[src/axi_iso_pkg.sv]
// AXI-Lite isolator widths, field types, channel structs, isolation constants and FSM states
package axi_iso_pkg;

  localparam int ADDR_W = 12;
  localparam int DATA_W = 32;
  localparam int STRB_W = 4;

  // Saturation point of the per-channel outstanding counters
  localparam int MAX_OUTSTANDING = 15;

  typedef logic [ADDR_W-1:0] addr_t;
  typedef logic [DATA_W-1:0] data_t;
  typedef logic [STRB_W-1:0] strb_t;
  typedef logic [2:0]        prot_t;
  typedef logic [1:0]        resp_t;
  typedef logic [3:0]        count_t;

  localparam resp_t RESP_OKAY   = 2'd0;
  localparam resp_t RESP_SLVERR = 2'd2;

  // Response and read data returned for transactions answered during isolation
  localparam resp_t ISOLATE_RESP  = RESP_SLVERR;
  localparam data_t ISOLATE_RDATA = '0;

  typedef struct packed {
    addr_t addr;
    prot_t prot;
  } aw_req_t;

  typedef struct packed {
    data_t data;
    strb_t strb;
  } w_req_t;

  typedef struct packed {
    addr_t addr;
    prot_t prot;
  } ar_req_t;

  typedef struct packed {
    resp_t resp;
  } b_rsp_t;

  typedef struct packed {
    data_t data;
    resp_t resp;
  } r_rsp_t;

  typedef enum logic [1:0] {
    ST_CONNECTED,
    ST_HOLD,
    ST_ISOLATED
  } iso_state_t;

endpackage

[src/axi_iso_req_gate.sv]
// Request gate that forwards, holds off or swallows upstream AW, W and AR requests
`timescale 1ns/1ps

module axi_iso_req_gate
  import axi_iso_pkg::*;
(
  input  logic    clk,
  input  logic    rst,
  input  logic    hold,
  input  logic    isolated,
  input  logic    aw_full,
  input  logic    ar_full,
  input  aw_req_t up_aw,
  input  logic    up_awvalid,
  output logic    up_awready,
  input  w_req_t  up_w,
  input  logic    up_wvalid,
  output logic    up_wready,
  input  ar_req_t up_ar,
  input  logic    up_arvalid,
  output logic    up_arready,
  output aw_req_t dn_aw,
  output logic    dn_awvalid,
  input  logic    dn_awready,
  output w_req_t  dn_w,
  output logic    dn_wvalid,
  input  logic    dn_wready,
  output ar_req_t dn_ar,
  output logic    dn_arvalid,
  input  logic    dn_arready,
  output logic    aw_fire,
  output logic    ar_fire
);

  // Downstream may take AW and W in different cycles, so each half is tracked
  logic aw_done;
  logic w_done;
  logic wr_partial;
  logic wr_fwd;
  logic wr_take;

  assign wr_partial = aw_done || w_done;

  // A write with one half already taken downstream is finished even during hold
  assign wr_fwd = up_awvalid && up_wvalid && !isolated &&
                  (wr_partial || (!hold && !aw_full));

  assign dn_awvalid = wr_fwd && !aw_done;
  assign dn_wvalid  = wr_fwd && !w_done;
  assign dn_aw      = up_aw;
  assign dn_w       = up_w;

  always_comb begin
    if (isolated) begin
      // Swallowed here, the response generator answers it later
      wr_take = up_awvalid && up_wvalid && !aw_full;
    end else begin
      wr_take = wr_fwd && (aw_done || dn_awready) && (w_done || dn_wready);
    end
  end

  assign up_awready = wr_take;
  assign up_wready  = wr_take;
  assign aw_fire    = wr_take;

  always_ff @(posedge clk) begin
    if (rst) begin
      aw_done <= 1'b0;
      w_done  <= 1'b0;
    end else if (isolated || wr_take) begin
      aw_done <= 1'b0;
      w_done  <= 1'b0;
    end else begin
      if (dn_awvalid && dn_awready) begin
        aw_done <= 1'b1;
      end
      if (dn_wvalid && dn_wready) begin
        w_done <= 1'b1;
      end
    end
  end

  // Read path needs no pairing
  assign dn_ar      = up_ar;
  assign dn_arvalid = up_arvalid && !hold && !isolated && !ar_full;
  assign up_arready = !hold && !ar_full && (isolated || dn_arready);
  assign ar_fire    = up_arvalid && up_arready;

endmodule

[src/axi_iso_ctrl.sv]
// Isolation FSM with write and read outstanding counters and the isolate_done flag
`timescale 1ns/1ps

module axi_iso_ctrl
  import axi_iso_pkg::*;
(
  input  logic clk,
  input  logic rst,
  input  logic isolate_req,
  output logic isolate_done,
  output logic hold,
  output logic isolated,
  input  logic aw_fire,
  input  logic ar_fire,
  input  logic b_push,
  input  logic r_push,
  output logic aw_full,
  output logic ar_full,
  output logic gen_b,
  output logic gen_r
);

  iso_state_t state;
  iso_state_t state_next;
  count_t     wr_cnt;
  count_t     rd_cnt;
  logic       drained;
  logic       done_next;

  // Accepted request minus response pushed upstream, both may land together
  function automatic count_t count_step(count_t cnt, logic inc, logic dec);
    count_t res;
    res = cnt;
    if (inc && !dec) begin
      res = cnt + count_t'(1);
    end else if (dec && !inc) begin
      res = cnt - count_t'(1);
    end
    return res;
  endfunction

  always_comb begin
    state_next = state;
    case (state)
      ST_CONNECTED: begin
        if (isolate_req) begin
          state_next = ST_HOLD;
        end
      end
      // One cycle with all upstream readys low before the switch
      ST_HOLD: begin
        state_next = ST_ISOLATED;
      end
      ST_ISOLATED: begin
        if (!isolate_req) begin
          state_next = ST_CONNECTED;
        end
      end
      default: begin
        state_next = ST_CONNECTED;
      end
    endcase
  end

  assign hold     = (state == ST_HOLD);
  assign isolated = (state == ST_ISOLATED);

  always_ff @(posedge clk) begin
    if (rst) begin
      state  <= ST_CONNECTED;
      wr_cnt <= '0;
      rd_cnt <= '0;
    end else begin
      state  <= state_next;
      wr_cnt <= count_step(wr_cnt, aw_fire, b_push);
      rd_cnt <= count_step(rd_cnt, ar_fire, r_push);
    end
  end

  // Counters stop accepting at the top instead of wrapping
  assign aw_full = (wr_cnt == count_t'(MAX_OUTSTANDING));
  assign ar_full = (rd_cnt == count_t'(MAX_OUTSTANDING));

  assign gen_b = isolated && (wr_cnt != '0);
  assign gen_r = isolated && (rd_cnt != '0);

  // Once raised, done stays up until the request is released
  assign drained   = isolated && (wr_cnt == '0) && (rd_cnt == '0);
  assign done_next = isolate_req && (isolate_done || drained);

  always_ff @(posedge clk) begin
    if (rst) begin
      isolate_done <= 1'b0;
    end else begin
      isolate_done <= done_next;
    end
  end

endmodule

[src/axi_iso_resp_gen.sv]
// Response selection between downstream and generated responses, with upstream B and R registers
`timescale 1ns/1ps

module axi_iso_resp_gen
  import axi_iso_pkg::*;
(
  input  logic   clk,
  input  logic   rst,
  input  logic   isolated,
  input  logic   gen_b,
  input  logic   gen_r,
  input  b_rsp_t dn_b,
  input  logic   dn_bvalid,
  output logic   dn_bready,
  input  r_rsp_t dn_r,
  input  logic   dn_rvalid,
  output logic   dn_rready,
  output b_rsp_t up_b,
  output logic   up_bvalid,
  input  logic   up_bready,
  output r_rsp_t up_r,
  output logic   up_rvalid,
  input  logic   up_rready,
  output logic   b_push,
  output logic   r_push
);

  b_rsp_t b_in;
  logic   b_in_valid;
  logic   b_in_ready;
  r_rsp_t r_in;
  logic   r_in_valid;
  logic   r_in_ready;

  // Source select, downstream responses are dropped while isolated
  always_comb begin
    b_in = dn_b;
    r_in = dn_r;
    if (isolated) begin
      b_in.resp = ISOLATE_RESP;
      r_in.resp = ISOLATE_RESP;
      r_in.data = ISOLATE_RDATA;
    end
  end

  assign b_in_valid = isolated ? gen_b : dn_bvalid;
  assign r_in_valid = isolated ? gen_r : dn_rvalid;

  // Register has space when empty or when its entry leaves this cycle
  assign b_in_ready = !up_bvalid || up_bready;
  assign r_in_ready = !up_rvalid || up_rready;

  assign dn_bready = isolated || b_in_ready;
  assign dn_rready = isolated || r_in_ready;

  assign b_push = b_in_valid && b_in_ready;
  assign r_push = r_in_valid && r_in_ready;

  // Write response register
  always_ff @(posedge clk) begin
    if (rst) begin
      up_bvalid <= 1'b0;
    end else if (b_in_ready) begin
      up_bvalid <= b_in_valid;
    end
  end

  always_ff @(posedge clk) begin
    if (b_push) begin
      up_b <= b_in;
    end
  end

  // Read response register
  always_ff @(posedge clk) begin
    if (rst) begin
      up_rvalid <= 1'b0;
    end else if (r_in_ready) begin
      up_rvalid <= r_in_valid;
    end
  end

  always_ff @(posedge clk) begin
    if (r_push) begin
      up_r <= r_in;
    end
  end

endmodule

[src/axi_lite_isolate_sub.sv]
// Top level of the AXI-Lite subordinate isolator, joining request gate, control and responses
`timescale 1ns/1ps

module axi_lite_isolate_sub
  import axi_iso_pkg::*;
(
  input  logic    clk,
  input  logic    rst,
  input  logic    isolate_req,
  output logic    isolate_done,
  input  aw_req_t up_aw,
  input  logic    up_awvalid,
  output logic    up_awready,
  input  w_req_t  up_w,
  input  logic    up_wvalid,
  output logic    up_wready,
  input  ar_req_t up_ar,
  input  logic    up_arvalid,
  output logic    up_arready,
  output b_rsp_t  up_b,
  output logic    up_bvalid,
  input  logic    up_bready,
  output r_rsp_t  up_r,
  output logic    up_rvalid,
  input  logic    up_rready,
  output aw_req_t dn_aw,
  output logic    dn_awvalid,
  input  logic    dn_awready,
  output w_req_t  dn_w,
  output logic    dn_wvalid,
  input  logic    dn_wready,
  output ar_req_t dn_ar,
  output logic    dn_arvalid,
  input  logic    dn_arready,
  input  b_rsp_t  dn_b,
  input  logic    dn_bvalid,
  output logic    dn_bready,
  input  r_rsp_t  dn_r,
  input  logic    dn_rvalid,
  output logic    dn_rready
);

  logic hold;
  logic isolated;
  logic aw_full;
  logic ar_full;
  logic aw_fire;
  logic ar_fire;
  logic gen_b;
  logic gen_r;
  logic b_push;
  logic r_push;

  axi_iso_req_gate u_req_gate (
    .clk        (clk),
    .rst        (rst),
    .hold       (hold),
    .isolated   (isolated),
    .aw_full    (aw_full),
    .ar_full    (ar_full),
    .up_aw      (up_aw),
    .up_awvalid (up_awvalid),
    .up_awready (up_awready),
    .up_w       (up_w),
    .up_wvalid  (up_wvalid),
    .up_wready  (up_wready),
    .up_ar      (up_ar),
    .up_arvalid (up_arvalid),
    .up_arready (up_arready),
    .dn_aw      (dn_aw),
    .dn_awvalid (dn_awvalid),
    .dn_awready (dn_awready),
    .dn_w       (dn_w),
    .dn_wvalid  (dn_wvalid),
    .dn_wready  (dn_wready),
    .dn_ar      (dn_ar),
    .dn_arvalid (dn_arvalid),
    .dn_arready (dn_arready),
    .aw_fire    (aw_fire),
    .ar_fire    (ar_fire)
  );

  axi_iso_ctrl u_ctrl (
    .clk          (clk),
    .rst          (rst),
    .isolate_req  (isolate_req),
    .isolate_done (isolate_done),
    .hold         (hold),
    .isolated     (isolated),
    .aw_fire      (aw_fire),
    .ar_fire      (ar_fire),
    .b_push       (b_push),
    .r_push       (r_push),
    .aw_full      (aw_full),
    .ar_full      (ar_full),
    .gen_b        (gen_b),
    .gen_r        (gen_r)
  );

  axi_iso_resp_gen u_resp_gen (
    .clk       (clk),
    .rst       (rst),
    .isolated  (isolated),
    .gen_b     (gen_b),
    .gen_r     (gen_r),
    .dn_b      (dn_b),
    .dn_bvalid (dn_bvalid),
    .dn_bready (dn_bready),
    .dn_r      (dn_r),
    .dn_rvalid (dn_rvalid),
    .dn_rready (dn_rready),
    .up_b      (up_b),
    .up_bvalid (up_bvalid),
    .up_bready (up_bready),
    .up_r      (up_r),
    .up_rvalid (up_rvalid),
    .up_rready (up_rready),
    .b_push    (b_push),
    .r_push    (r_push)
  );

endmodule

[config.mk]
export PLATFORM = sky130hd
export DESIGN_NAME = axi_lite_isolate_sub
export DESIGN_NICKNAME = d
export VERILOG_FILES = /design/src/axi_iso_pkg.sv /design/src/axi_iso_req_gate.sv /design/src/axi_iso_ctrl.sv /design/src/axi_iso_resp_gen.sv /design/src/axi_lite_isolate_sub.sv
export SDC_FILE = /design/constraint.sdc
export NUM_CORES = 1
export LEC_CHECK = 0
export BUFFER_PORTS_ARGS = -buffer_cell sky130_fd_sc_hd__buf_4
export CAP_MARGIN = 10
export CELL_PAD_IN_SITES_DETAIL_PLACEMENT = 1
export CELL_PAD_IN_SITES_GLOBAL_PLACEMENT = 1
export CORE_ASPECT_RATIO = 0.75
export CORE_MARGIN = 5
export CORE_UTILIZATION = 29
export CTS_CLUSTER_SIZE = 8
export DETAILED_ROUTE_END_ITERATION = 7
export PLACE_DENSITY = 0.95
export SLEW_MARGIN = 20
export SYNTH_ARGS = -nofsm -noshare
export SYNTH_HDL_FRONTEND = slang
export SYNTH_SLANG_ARGS = --single-unit
[constraint.sdc]
create_clock -name clk -period 5 [get_ports clk]
set_clock_uncertainty 0.05 [all_clocks]
set_input_delay 0.75 -clock clk [delete_from_list [all_inputs] [get_ports clk]]
set_output_delay 0.75 -clock clk [all_outputs]
set_load 0.05 [all_outputs]
* Word level (Yosys, flattened, before mapping)
Index checks and enable logic that the tools add are counted.
** Word-level totals
- Word-level logic and storage cells :: 91
- Output and inout port bits :: 113
- Bits in writable memories :: 0
- Memories :: 0
- ROM bits :: 0
- Input bits :: 115
- Flip-flop bits (word level) :: 51
- Bits in latches :: 0
** Cells by class
- Muxes and demuxes :: 10
- Equality and inequality tests :: 6
- Order comparisons :: 0
- Div/mod/pow operators :: 0
- Add/sub/neg operators :: 4
- $mul :: 0
- Bitwise gates (word level) :: 0
- Shift operators :: 0
- Reductions and logical operators :: 60
** Operator list (number)
- $logic_and 1x1->1 :: 28
- $mux 4 :: 4
- $logic_not 1->1 :: 12
- $logic_or 1x1->1 :: 11
- $add 4x1->4 const B :: 2
- $eq 4x4->1 const B :: 2
- $logic_not 4->1 :: 2
- $reduce_bool 4->1 :: 2
- $sub 4x1->4 const B :: 2
- $pmux 2 s3 :: 1
- $mux 2 :: 2
- $ne 2x2->1 const B :: 2
- $reduce_bool 2->1 :: 2
- $mux 1 :: 3
- $eq 2x1->1 const B :: 1
- $eq 2x2->1 const B :: 1
- $logic_not 2->1 :: 1
- $reduce_and 2->1 :: 1
- $reduce_or 2->1 :: 1

* Longest topological paths before layout
Gate-level depths: netlist of run 1.
- Depth after elaboration :: 12
- Depth in mapped cells :: 12
- Depth with buffers taken out :: 11

* Modules after synthesis
From an unflattened synthesis of run 1, not the netlist that was laid out.
** Second synthesis, totals
- Cells, all modules :: 256
- Area total of the unflattened synthesis :: 2808.9 sq um
** By module, submodules not included
- axi_iso_resp_gen :: times used 1, sequential area each 1121.1 sq um, cells an instance 90, area each 1447.6 sq um
- axi_iso_req_gate :: times used 1, sequential area each 40.0 sq um, cells an instance 93, area each 696.9 sq um
- axi_iso_ctrl :: times used 1, sequential area each 220.2 sq um, cells an instance 73, area each 664.4 sq um

* Worst setup path after synthesis of run 1
OpenSTA, ideal clock, no wires.
- Kind :: input -> register
- From :: input dn_arready
- To :: register u_ctrl.rd_cnt[3]
- Required time :: 4829 ps
- Setup slack :: 1859 ps
- Arrival time :: 2971 ps
- Library setup time :: 121 ps
- Cell stages on the path :: 10
- Path buffers :: 0
- Cells stage by stage :: nor2_1 > nor2_1 > and2_1 > ha_1 > inv_1 > ha_1 > a21oi_1 > a211oi_1 > a31oi_1 > mux2_2
** On the way
- Cells in the longest elaborated chain, start to end :: 6
- Elaborated cells on any way between the ends :: 8
- Classes of those cells :: mux: 1; reduce/logical: 7
** Ends and longest elaborated chain
- start: declaration :: line axi_lite_isolate_sub.sv:34 : input logic dn_arready,
- $logic_or 1x1->1 * :: line axi_iso_req_gate.sv:86 : assign up_arready = !hold && !ar_full && (isolated || dn_arready);
- $logic_and 1x1->1 * :: line axi_iso_req_gate.sv:86
- net up_arready :: line axi_lite_isolate_sub.sv:19 : output logic up_arready,
- $logic_and 1x1->1 * :: line axi_iso_req_gate.sv:87 : assign ar_fire = up_arvalid && up_arready;
- $logic_not 1->1 :: line axi_iso_ctrl.sv:36 : end else if (dec && !inc) begin
- $logic_and 1x1->1 :: line axi_iso_ctrl.sv:36
- $reduce_bool 2->1 (no line)
- end signal: assignment :: line axi_iso_ctrl.sv:76 : rd_cnt <= count_step(rd_cnt, ar_fire, r_push);
- end: declaration :: line axi_iso_ctrl.sv:26 : count_t rd_cnt;
The timed path passes the listed nets; every way through them passes the cells marked *.
A chain may end at the register's enable or synchronous reset.

* Final worst setup path of run 1
- From :: register u_ctrl.state[1]
- To :: register u_ctrl.rd_cnt[3]
** On the way
- Cells in the longest elaborated chain, start to end :: 8
- Elaborated cells on any way between the ends :: 16
- Classes of those cells :: eq/ne: 2; mux: 2; reduce/logical: 12
** Ends and longest elaborated chain
- start: declaration :: line axi_iso_ctrl.sv:23 : iso_state_t state;
- start signal: assignment :: line axi_iso_ctrl.sv:74 : state <= state_next;
- $eq 2x1->1 :: line axi_iso_ctrl.sv:65 : assign hold = (state == ST_HOLD);
- $logic_not 1->1 :: line axi_iso_req_gate.sv:86
- $logic_and 1x1->1 (2 in a row) :: line axi_iso_req_gate.sv:86
- $logic_and 1x1->1 :: line axi_iso_req_gate.sv:87
- $logic_not 1->1 :: line axi_iso_ctrl.sv:36
- $logic_and 1x1->1 :: line axi_iso_ctrl.sv:36
- $reduce_bool 2->1 (no line)
Parallel ways exist; a longest one is shown, timed or not.

==> summary.json, run 1 <==
{
  "run_status": {
    "outcome": "finished clean"
  },
  "clocking": {
    "num_cts_buffers": 5,
    "cts.sinks": 51,
    "post_cts.resized_instances": 0,
    "clock_insertion_delay_at_the_later_pin_of_the_skew_report_ps": 280,
    "post_cts_buffers": 0,
    "clock_tree.htree_level_count": 2,
    "cts_hold_buf": 0,
    "cts_max_path_buffers": 2,
    "cts.clk_slew.worst_paths_ps": 70,
    "tritoncts_clock_tree": "yes",
    "clock-root-buffer": "clkbuf_16"
  },
  "yosys": {
    "synthDominantCellAreaShare_pct": 39.4,
    "synthTopCellsByArea": "edfxtp_1 39%, buf_4 18%, dfxtp_1 11%",
    "synthesis.area_mm2": 0.00274,
    "synthesis_stage_register_bit_count": 51,
    "yosysTopAreaCell": "edfxtp_1",
    "seq_area_frac_synth_pct": 50.4,
    "syn-mean-instance-area_um2": 10.8,
    "synthesis.nets": 376,
    "ys.warnings.count": 0,
    "yosys.cell_types.count": 30,
    "syn-instance-count": 253
  },
  "floorplanning": {
    "die_area_mm2": 0.0115,
    "effective_utilization_at_floorplan_pct": 30.1,
    "die_y_um": 94.2,
    "io-pin-count": 228,
    "core.rowCount": 30,
    "dieWidth_um": 122,
    "design.core.area_mm2": 0.00912
  },
  "global_routing": {
    "grtUsageTotal_pct": 10.8,
    "first_global_vias": 1803,
    "pin_count_of_the_biggest_net_entering_global_routing": 43,
    "grt_remaining_overflow": 0,
    "grt_antenna_before_repair": 0,
    "grt_pass1_wl_um": 9670
  },
  "drt": {
    "average_detailed_routed_wire_length_per_instance_um": 16.2,
    "route.detailed.drc": 0,
    "drt-initial-drc-count": 57,
    "routed_via_density": 4.33,
    "final_antenna_net_count": 0,
    "routed-via-count": 1777,
    "routed_wirelength_um": 6660,
    "dr.pass1.iters": 4
  },
  "timing": {
    "finalWorstSetupSlack_ps": 1840,
    "relSlewSlack_pct": 57.5,
    "setup-tns-final_ps": 0,
    "setup-violations-final": 0,
    "fmaxAchievable_mhz": 316,
    "finalHoldViolations": 0,
    "finalWorstPathRequiredPeriod_ps": 3160,
    "measured_slew_at_the_worst_slew_check_pin_ps": 637,
    "slew_viol_final": 0,
    "timing.final.crit_share_pct": 63.2,
    "rsz0062_at_grt": "false"
  },
  "power": {
    "power_density_mw_per_mm2": 413,
    "vdd.ir_drop.worst_v": 0.000136,
    "p_leak_uw": 0.00137
  },
  "setup_path": {
    "worst-endpoint-arrival_ps": 3280,
    "critical_path_source_type": "flip-flop",
    "cp_max_fo": 8,
    "required_ps": 5120,
    "r2r.worst_path.cells": 10,
    "crit_path_end_kind": "flip-flop",
    "setup.worst_path.class": "reg2reg"
  },
  "placement": {
    "io_buffer_count": 95,
    "preCtsSetupSlack_ps": 1390,
    "finalWeightedCongestion": 0.727,
    "place.detailed.hpwl_um": 5370,
    "total_instance_count_after_detailed_placement": 402
  },
  "finish": {
    "layout-drive-gt1-share_pct": 40.1,
    "n_fill_cell": 1016,
    "multiInputGateArea_um2": 826,
    "fin_cells": 410,
    "ff_latch_area_mm2": 0.00138,
    "antenna_cells_inserted": 0,
    "num-nets-final": 404,
    "layout-area-overhead-vs-synth_pct": 19.9
  },
  "run": {
    "timing.max_cap.violations": 0
  },
  "min_path": {
    "min_path_type": "reg2reg",
    "whs_path_depth": 1
  }
}
sequential cells by signal, indices dropped and copies added (netlist names):
register and flops:
u_req_gate.w_done 1, u_ctrl.isolate_done 1, u_resp_gen.up_bvalid 1, u_resp_gen.up_b 2, u_ctrl.rd_cnt 4, u_req_gate.aw_done 1
u_resp_gen.up_r 34, u_ctrl.wr_cnt 4, u_ctrl.state 2, u_resp_gen.up_rvalid 1
worst max-delay path: stages, from the launching register on:
cell and delay [ps]:
dfxtp_1 370, nor2b_1 540, o21ai_0 320, nand2b_1 230, ha_1 210, inv_1 150, ha_1 300, a21oi_1 240
a211oi_1 120, a31oi_1 180, mux2_2 350
per-layer routing:
metal / vias to the layer above / track usage, % / share of wire (%)
li1: 835 / - / -
met1: 837 / 11.0 / 34
met2: 81 / 19.5 / 54
met3: 24 / 3.79 / 10
met4: 0 / 5.03 / 2.7
met5: - / 0 / 0
where the power goes:
group	internal (uW)	switching [uW]
Clock	286	144
Sequential	513	39.1
Combinational	140	234
Yosys cell counts:
library cell / count
buf_4: 67
edfxtp_1: 36
and2_1: 35
nor2_1: 21
dfxtp_1: 15
nand2b_1: 9
a21oi_1: 8
clkbuf_1: 8
nand2_1: 8
ha_1: 6
a31oi_1: 5
nor2b_1: 5
nand3_1: 3
a2111oi_2: 2
a211oi_1: 2
fa_1: 2
inv_1: 2
mux2_2: 2
mux2i_1: 2
nand4_1: 2
nor4_1: 2
xnor2_1: 2
xor2_1: 2
a211o_1: 1
and2_4: 1
and3_2: 1
nand4_2: 1
nor3_1: 1
o21ai_0: 1
o22a_1: 1
layout make-up:
type,count,area share [%]
Inverter,2,0.228
Clock buffer,5,3.81
Tap cell,128,4.87
Clock inverter,3,2.05
Sequential cell,51,42.0
Timing Repair Buffer,96,21.9
Multi-Input combinational cell,125,25.1
kinds of logic after synthesis:
family | synth area share (%)
DFF | 50.4
AOI/OAI and AO/OA | 5.06
xor gates and xnor gates | 1.28
and+or+nand+nor | 17.8
buffers and inverters | 19.7
adders and majority gates | 4.20
muxes | 1.55
final timing paths:
path,slack [ps],from,endpoint
worst max-delay path,1840,u_ctrl.state[1],u_ctrl.rd_cnt[3]
worst min-delay path,420,u_ctrl.state[0],u_ctrl.state[0]
worst max register to register,1840,u_ctrl.state[1],u_ctrl.rd_cnt[3]
worst min register to register,420,u_ctrl.state[0],u_ctrl.state[0]
layout by cell type, fill, tap and decap left out, types with 3 or more instances in the layout:
cell,instances
a31oi_1,5
and2_1,35
nand2_1,8
dfxtp_1,15
clkbuf_16,5
nand3_1,3
nor2b_1,5
a21oi_1,8
ha_1,6
buf_4,96
nand2b_1,8
edfxtp_1,36
nor2_1,20
through the flow:
stage | util (%) | power (uW) | area [um2] | hold WS, ps
final | 36.0 | 1360 | 3290 | 420
after CTS | 36.0 | 1370 | 3290 | 411
after global placement | 33.9 | 919 | 3090 | 383
after global routing | 36.0 | 1420 | 3290 | 482
after detailed placement | 33.9 | 938 | 3090 | 401
after floorplan | - | 955 | 2740 | 375
(Power assumes the default switching activity.)
==> inputs of run 2 (changes only) <==
Settings changed: ABC_AREA set to 1, CORE_UTILIZATION 29 to 24, PLACE_DENSITY 0.95 to 0.88.
Clock period 5 ns to 2.9 ns, I/O delays scaled along.
==> summary.json, run 2 <==
{
  "run_status": {
    "outcome": "finished clean"
  },
  "placement": {
    "finalWeightedCongestion": {"value": 0.770, "change": "+5.9%"},
    "place.detailed.hpwl": {"value": 6230, "unit": "um", "change": "+16%"},
    "preCtsSetupSlack": {"value": 419, "unit": "ps", "change": "-967 ps"},
    "total_instance_count_after_detailed_placement": {"value": 507, "change": "+26%"},
    "io_buffer_count": {"value": 95, "change": "unchanged"}
  },
  "floorplanning": {
    "dieWidth": {"value": 136, "unit": "um", "change": "+11%"},
    "die_y": {"value": 104, "unit": "um", "change": "+11%"},
    "design.core.area": {"value": 0.0116, "unit": "mm2", "change": "+27%"},
    "core.rowCount": {"value": 34, "change": "+13%"},
    "effective_utilization_at_floorplan": {"value": 24.6, "unit": "%", "change": "-5.5 points"},
    "die_area": {"value": 0.0142, "unit": "mm2", "change": "+23%"},
    "io-pin-count": {"value": 228, "change": "unchanged"}
  },
  "yosys": {
    "yosysTopAreaCell": "edfxtp_1",
    "ys_top_cells_by_count": "71 x buf_4, 62 x nor2_1, 56 x inv_1",
    "synth_top_flop_cell": "edfxtp_1",
    "synthArstFlopShare": {"value": 0, "unit": "%", "change": "unchanged"},
    "syn-instance-count": {"value": 320, "change": "+26%"},
    "synth.most_common_cell": "buf_4",
    "yosys.cell_types.count": {"value": 27, "change": "-10%"},
    "synthesis.area": {"value": 0.00286, "unit": "mm2", "change": "+4.1%"},
    "syn-mean-instance-area": {"value": 8.92, "unit": "um2", "change": "-18%"},
    "synthDominantCellAreaShare": {"value": 37.9, "unit": "%", "change": "-1.6 points"},
    "synthesis.nets": {"value": 443, "change": "+18%"},
    "ys.warnings.count": {"value": 0, "change": "unchanged"},
    "synth_enable_flop_cells": {"value": 36, "change": "unchanged"},
    "seq_area_frac_synth": {"value": 48.4, "unit": "%", "change": "-2.0 points"},
    "synthTopCellsByArea": "edfxtp_1 38%, buf_4 19%, dfxtp_1 11%",
    "synthesis_stage_register_bit_count": {"value": 51, "change": "unchanged"}
  },
  "global_routing": {
    "grt_pass1_wl": {"value": 11500, "unit": "um", "change": "+19%"},
    "first_global_vias": {"value": 2229, "change": "+24%"},
    "pin_count_of_the_biggest_net_entering_global_routing": {"value": 38, "change": "-12%"},
    "grt_remaining_overflow": {"value": 0, "change": "unchanged"},
    "grt_antenna_before_repair": {"value": 0, "change": "unchanged"},
    "grtUsageTotal": {"value": 10.2, "unit": "%", "change": "-0.61 points"}
  },
  "setup_path": {
    "critical_path_source_type": "flip-flop",
    "critPathMostFrequentCell": "nand2_1",
    "setup.worst_path.class": "reg2reg",
    "crit_path_end_kind": "flip-flop",
    "setup.reg_to_reg.worst_slack": {"value": 470, "unit": "ps", "change": "-1370 ps"},
    "cpMaxStageDelayCell": "dfxtp_1",
    "cp_max_fo": {"value": 5, "change": "-3"},
    "worstPathCellList": "nand2_1 > o21ai_2 > nand2_2 > nand3_1 > nand2_1 > ha_1 > inv_1 > ha_1 > a21oi_1 > nand3_1 > nand2_1 > nand2_1 > a21oi_1",
    "required": {"value": 3070, "unit": "ps", "change": "-2050 ps"},
    "worst_path_largest_cell_delay": {"value": 470, "unit": "ps", "change": "-70 ps"},
    "worst-endpoint-arrival": {"value": 2600, "unit": "ps", "change": "-680 ps"}
  },
  "timing": {
    "setup-violations-final": {"value": 0, "change": "unchanged"},
    "measured_slew_at_the_worst_slew_check_pin": {"value": 459, "unit": "ps", "change": "-178 ps"},
    "tightest_hold_margin": {"value": 349, "unit": "ps", "change": "-71.1 ps"},
    "relSlewSlack": {"value": 69.4, "unit": "%", "change": "+12 points"},
    "slew_viol_final": {"value": 0, "change": "unchanged"},
    "timing.final.crit_share": {"value": 83.8, "unit": "%", "change": "+21 points"},
    "finalWorstPathRequiredPeriod": {"value": 2430, "unit": "ps", "change": "-730 ps"},
    "rsz0062_at_grt": "false",
    "finalWorstSetupSlack": {"value": 469, "unit": "ps", "change": "-1370 ps"},
    "finalHoldViolations": {"value": 0, "change": "unchanged"},
    "fmaxAchievable": {"value": 411, "unit": "MHz", "change": "+30%"},
    "setup-tns-final": {"value": 0, "unit": "ps", "change": "unchanged"}
  },
  "clocking": {
    "post_cts_buffers": {"value": 0, "change": "unchanged"},
    "post_cts.resized_instances": {"value": 0, "change": "unchanged"},
    "tritoncts_clock_tree": "yes",
    "clock_insertion_delay_at_the_later_pin_of_the_skew_report": {"value": 290, "unit": "ps", "change": "about the same"},
    "cts_hold_buf": {"value": 0, "change": "unchanged"},
    "cts.sinks": {"value": 51, "change": "unchanged"},
    "cts.clk_slew.worst_paths": {"value": 70, "unit": "ps", "change": "about the same"},
    "num_cts_buffers": {"value": 5, "change": "unchanged"},
    "clock_tree.htree_level_count": {"value": 2, "change": "unchanged"},
    "clock-root-buffer": "clkbuf_16",
    "cts_max_path_buffers": {"value": 2, "change": "unchanged"}
  },
  "finish": {
    "num-nets-final": {"value": 475, "change": "+18%"},
    "reg_top3": "u_resp_gen.up_r x34, u_ctrl.rd_cnt x4, u_ctrl.wr_cnt x4",
    "antenna_cells_inserted": {"value": 0, "change": "unchanged"},
    "fin_cells": {"value": 515, "change": "+26%"},
    "largest_register": "u_resp_gen.up_r",
    "layout-drive-gt1-share": {"value": 32.9, "unit": "%", "change": "-7.2 points"},
    "layout-area-overhead-vs-synth_pct": 19.2,
    "layout.cells.most_common_list": "97 x buf_4, 62 x nor2_1, 56 x inv_1, 36 x edfxtp_1, 24 x nand2_1",
    "largest_register_ffs": {"value": 34, "change": "unchanged"},
    "layout.cells.most_common": "buf_4"
  },
  "drt": {
    "average_detailed_routed_wire_length_per_instance": {"value": 14.8, "unit": "um", "change": "-9.2%"},
    "dr.pass1.iters": {"value": 4, "change": "unchanged"},
    "routed_via_density": {"value": 4.06, "change": "-6.4%"},
    "routed-via-count": {"value": 2089, "change": "+18%"},
    "final_antenna_net_count": {"value": 0, "change": "unchanged"},
    "drt-initial-drc-count": {"value": 71, "change": "+25%"},
    "route.detailed.drc": {"value": 0, "change": "unchanged"},
    "routed_wirelength": {"value": 7600, "unit": "um", "change": "+14%"}
  },
  "power": {
    "p_leak": {"value": 0.00163, "unit": "uW", "change": "+19%"},
    "totalPowerFinal": {"value": 2150, "unit": "uW", "change": "+59%"},
    "vdd.ir_drop.worst": {"value": 0.000222, "unit": "V", "change": "+63%"},
    "power_density": {"value": 633, "unit": "mW/mm2", "change": "+53%"}
  },
  "min_path": {
    "min_path_type": "in2reg"
  },
  "run": {
    "timing.max_cap.violations": {"value": 0, "change": "unchanged"}
  }
}
==> run 2: changes by cell type after synthesis, moves of 5 or more <==
cell	change
and2_1	-35
clkbuf_1	-7
inv_1	+54
nand2_1	+16
nand2b_1	-9
nand3_1	+5
nor2_1	+41
nor2b_1	-5
o21ai_0	+7
==> run 2: layout make-up <==
type / instances / area (um2)
Clock inverter: 3 / 25.0
Fill cell: 1366 / 8210
Tap cell: 162 / 203
Sequential cell: 51 / 1380
Timing Repair Buffer: 97 / 728
Clock buffer: 5 / 125
Multi-Input combinational cell: 140 / 728
Inverter: 57 / 214
==> run 2: worst paths after layout <==
path | startpoint | end | depth (start not counted)
hold reg to reg | u_ctrl.isolate_done | u_ctrl.isolate_done | 2
setup reg to reg | u_ctrl.wr_cnt[1] | u_ctrl.wr_cnt[3] | 13
setup / recovery | u_ctrl.wr_cnt[1] | u_ctrl.wr_cnt[3] | 13
hold / removal | rst | u_ctrl.wr_cnt[3] | 2
==> run 2: cell families after synthesis <==
kind of cell	after synthesis	synth area share (%)
buf+inv	129	26.3
fa+ha+maj	8	4.03
xor+xnor	6	1.84
simple gates	105	15.3
compound gates	21	4.12
flops	51	48.4
==> run 2: per-layer routing <==
metal | up-vias | share of wire, % | global-route usage, %
li1 | 980 | - | -
met1 | 961 | 37 | 11.1
met2 | 110 | 49 | 17.5
met3 | 38 | 11 | 3.82
met4 | 0 | 2.8 | 4.24
met5 | - | 0 | 0
==> run 2: power by group <==
group          total [uW]  internal, uW  leakage [uW]  switching [uW]
clock                 591           323     0.0000700             268
sequential            933           874      0.000476            59.0
combinational         631           212       0.00108             419
==> run 2: worst max-delay path: cells and delay by family (launching register included) <==
kind	cells	cell delay (ps)
DFF	1	470
adders and majority gates	2	550
AOI/OAI and AO/OA	3	480
buffers and inverters	1	130
and+or+nand+nor	7	670
==> run 2: per-stage QoR <==
step | utilization (%) | instance area, um2
6_report | 29.3 | 3400
5_1_grt | 29.3 | 3400
4_1_cts | 29.3 | 3400
3_5_place_dp | 28.0 | 3250
3_3_place_gp | 28.0 | 3250
2_1_floorplan | - | 2860
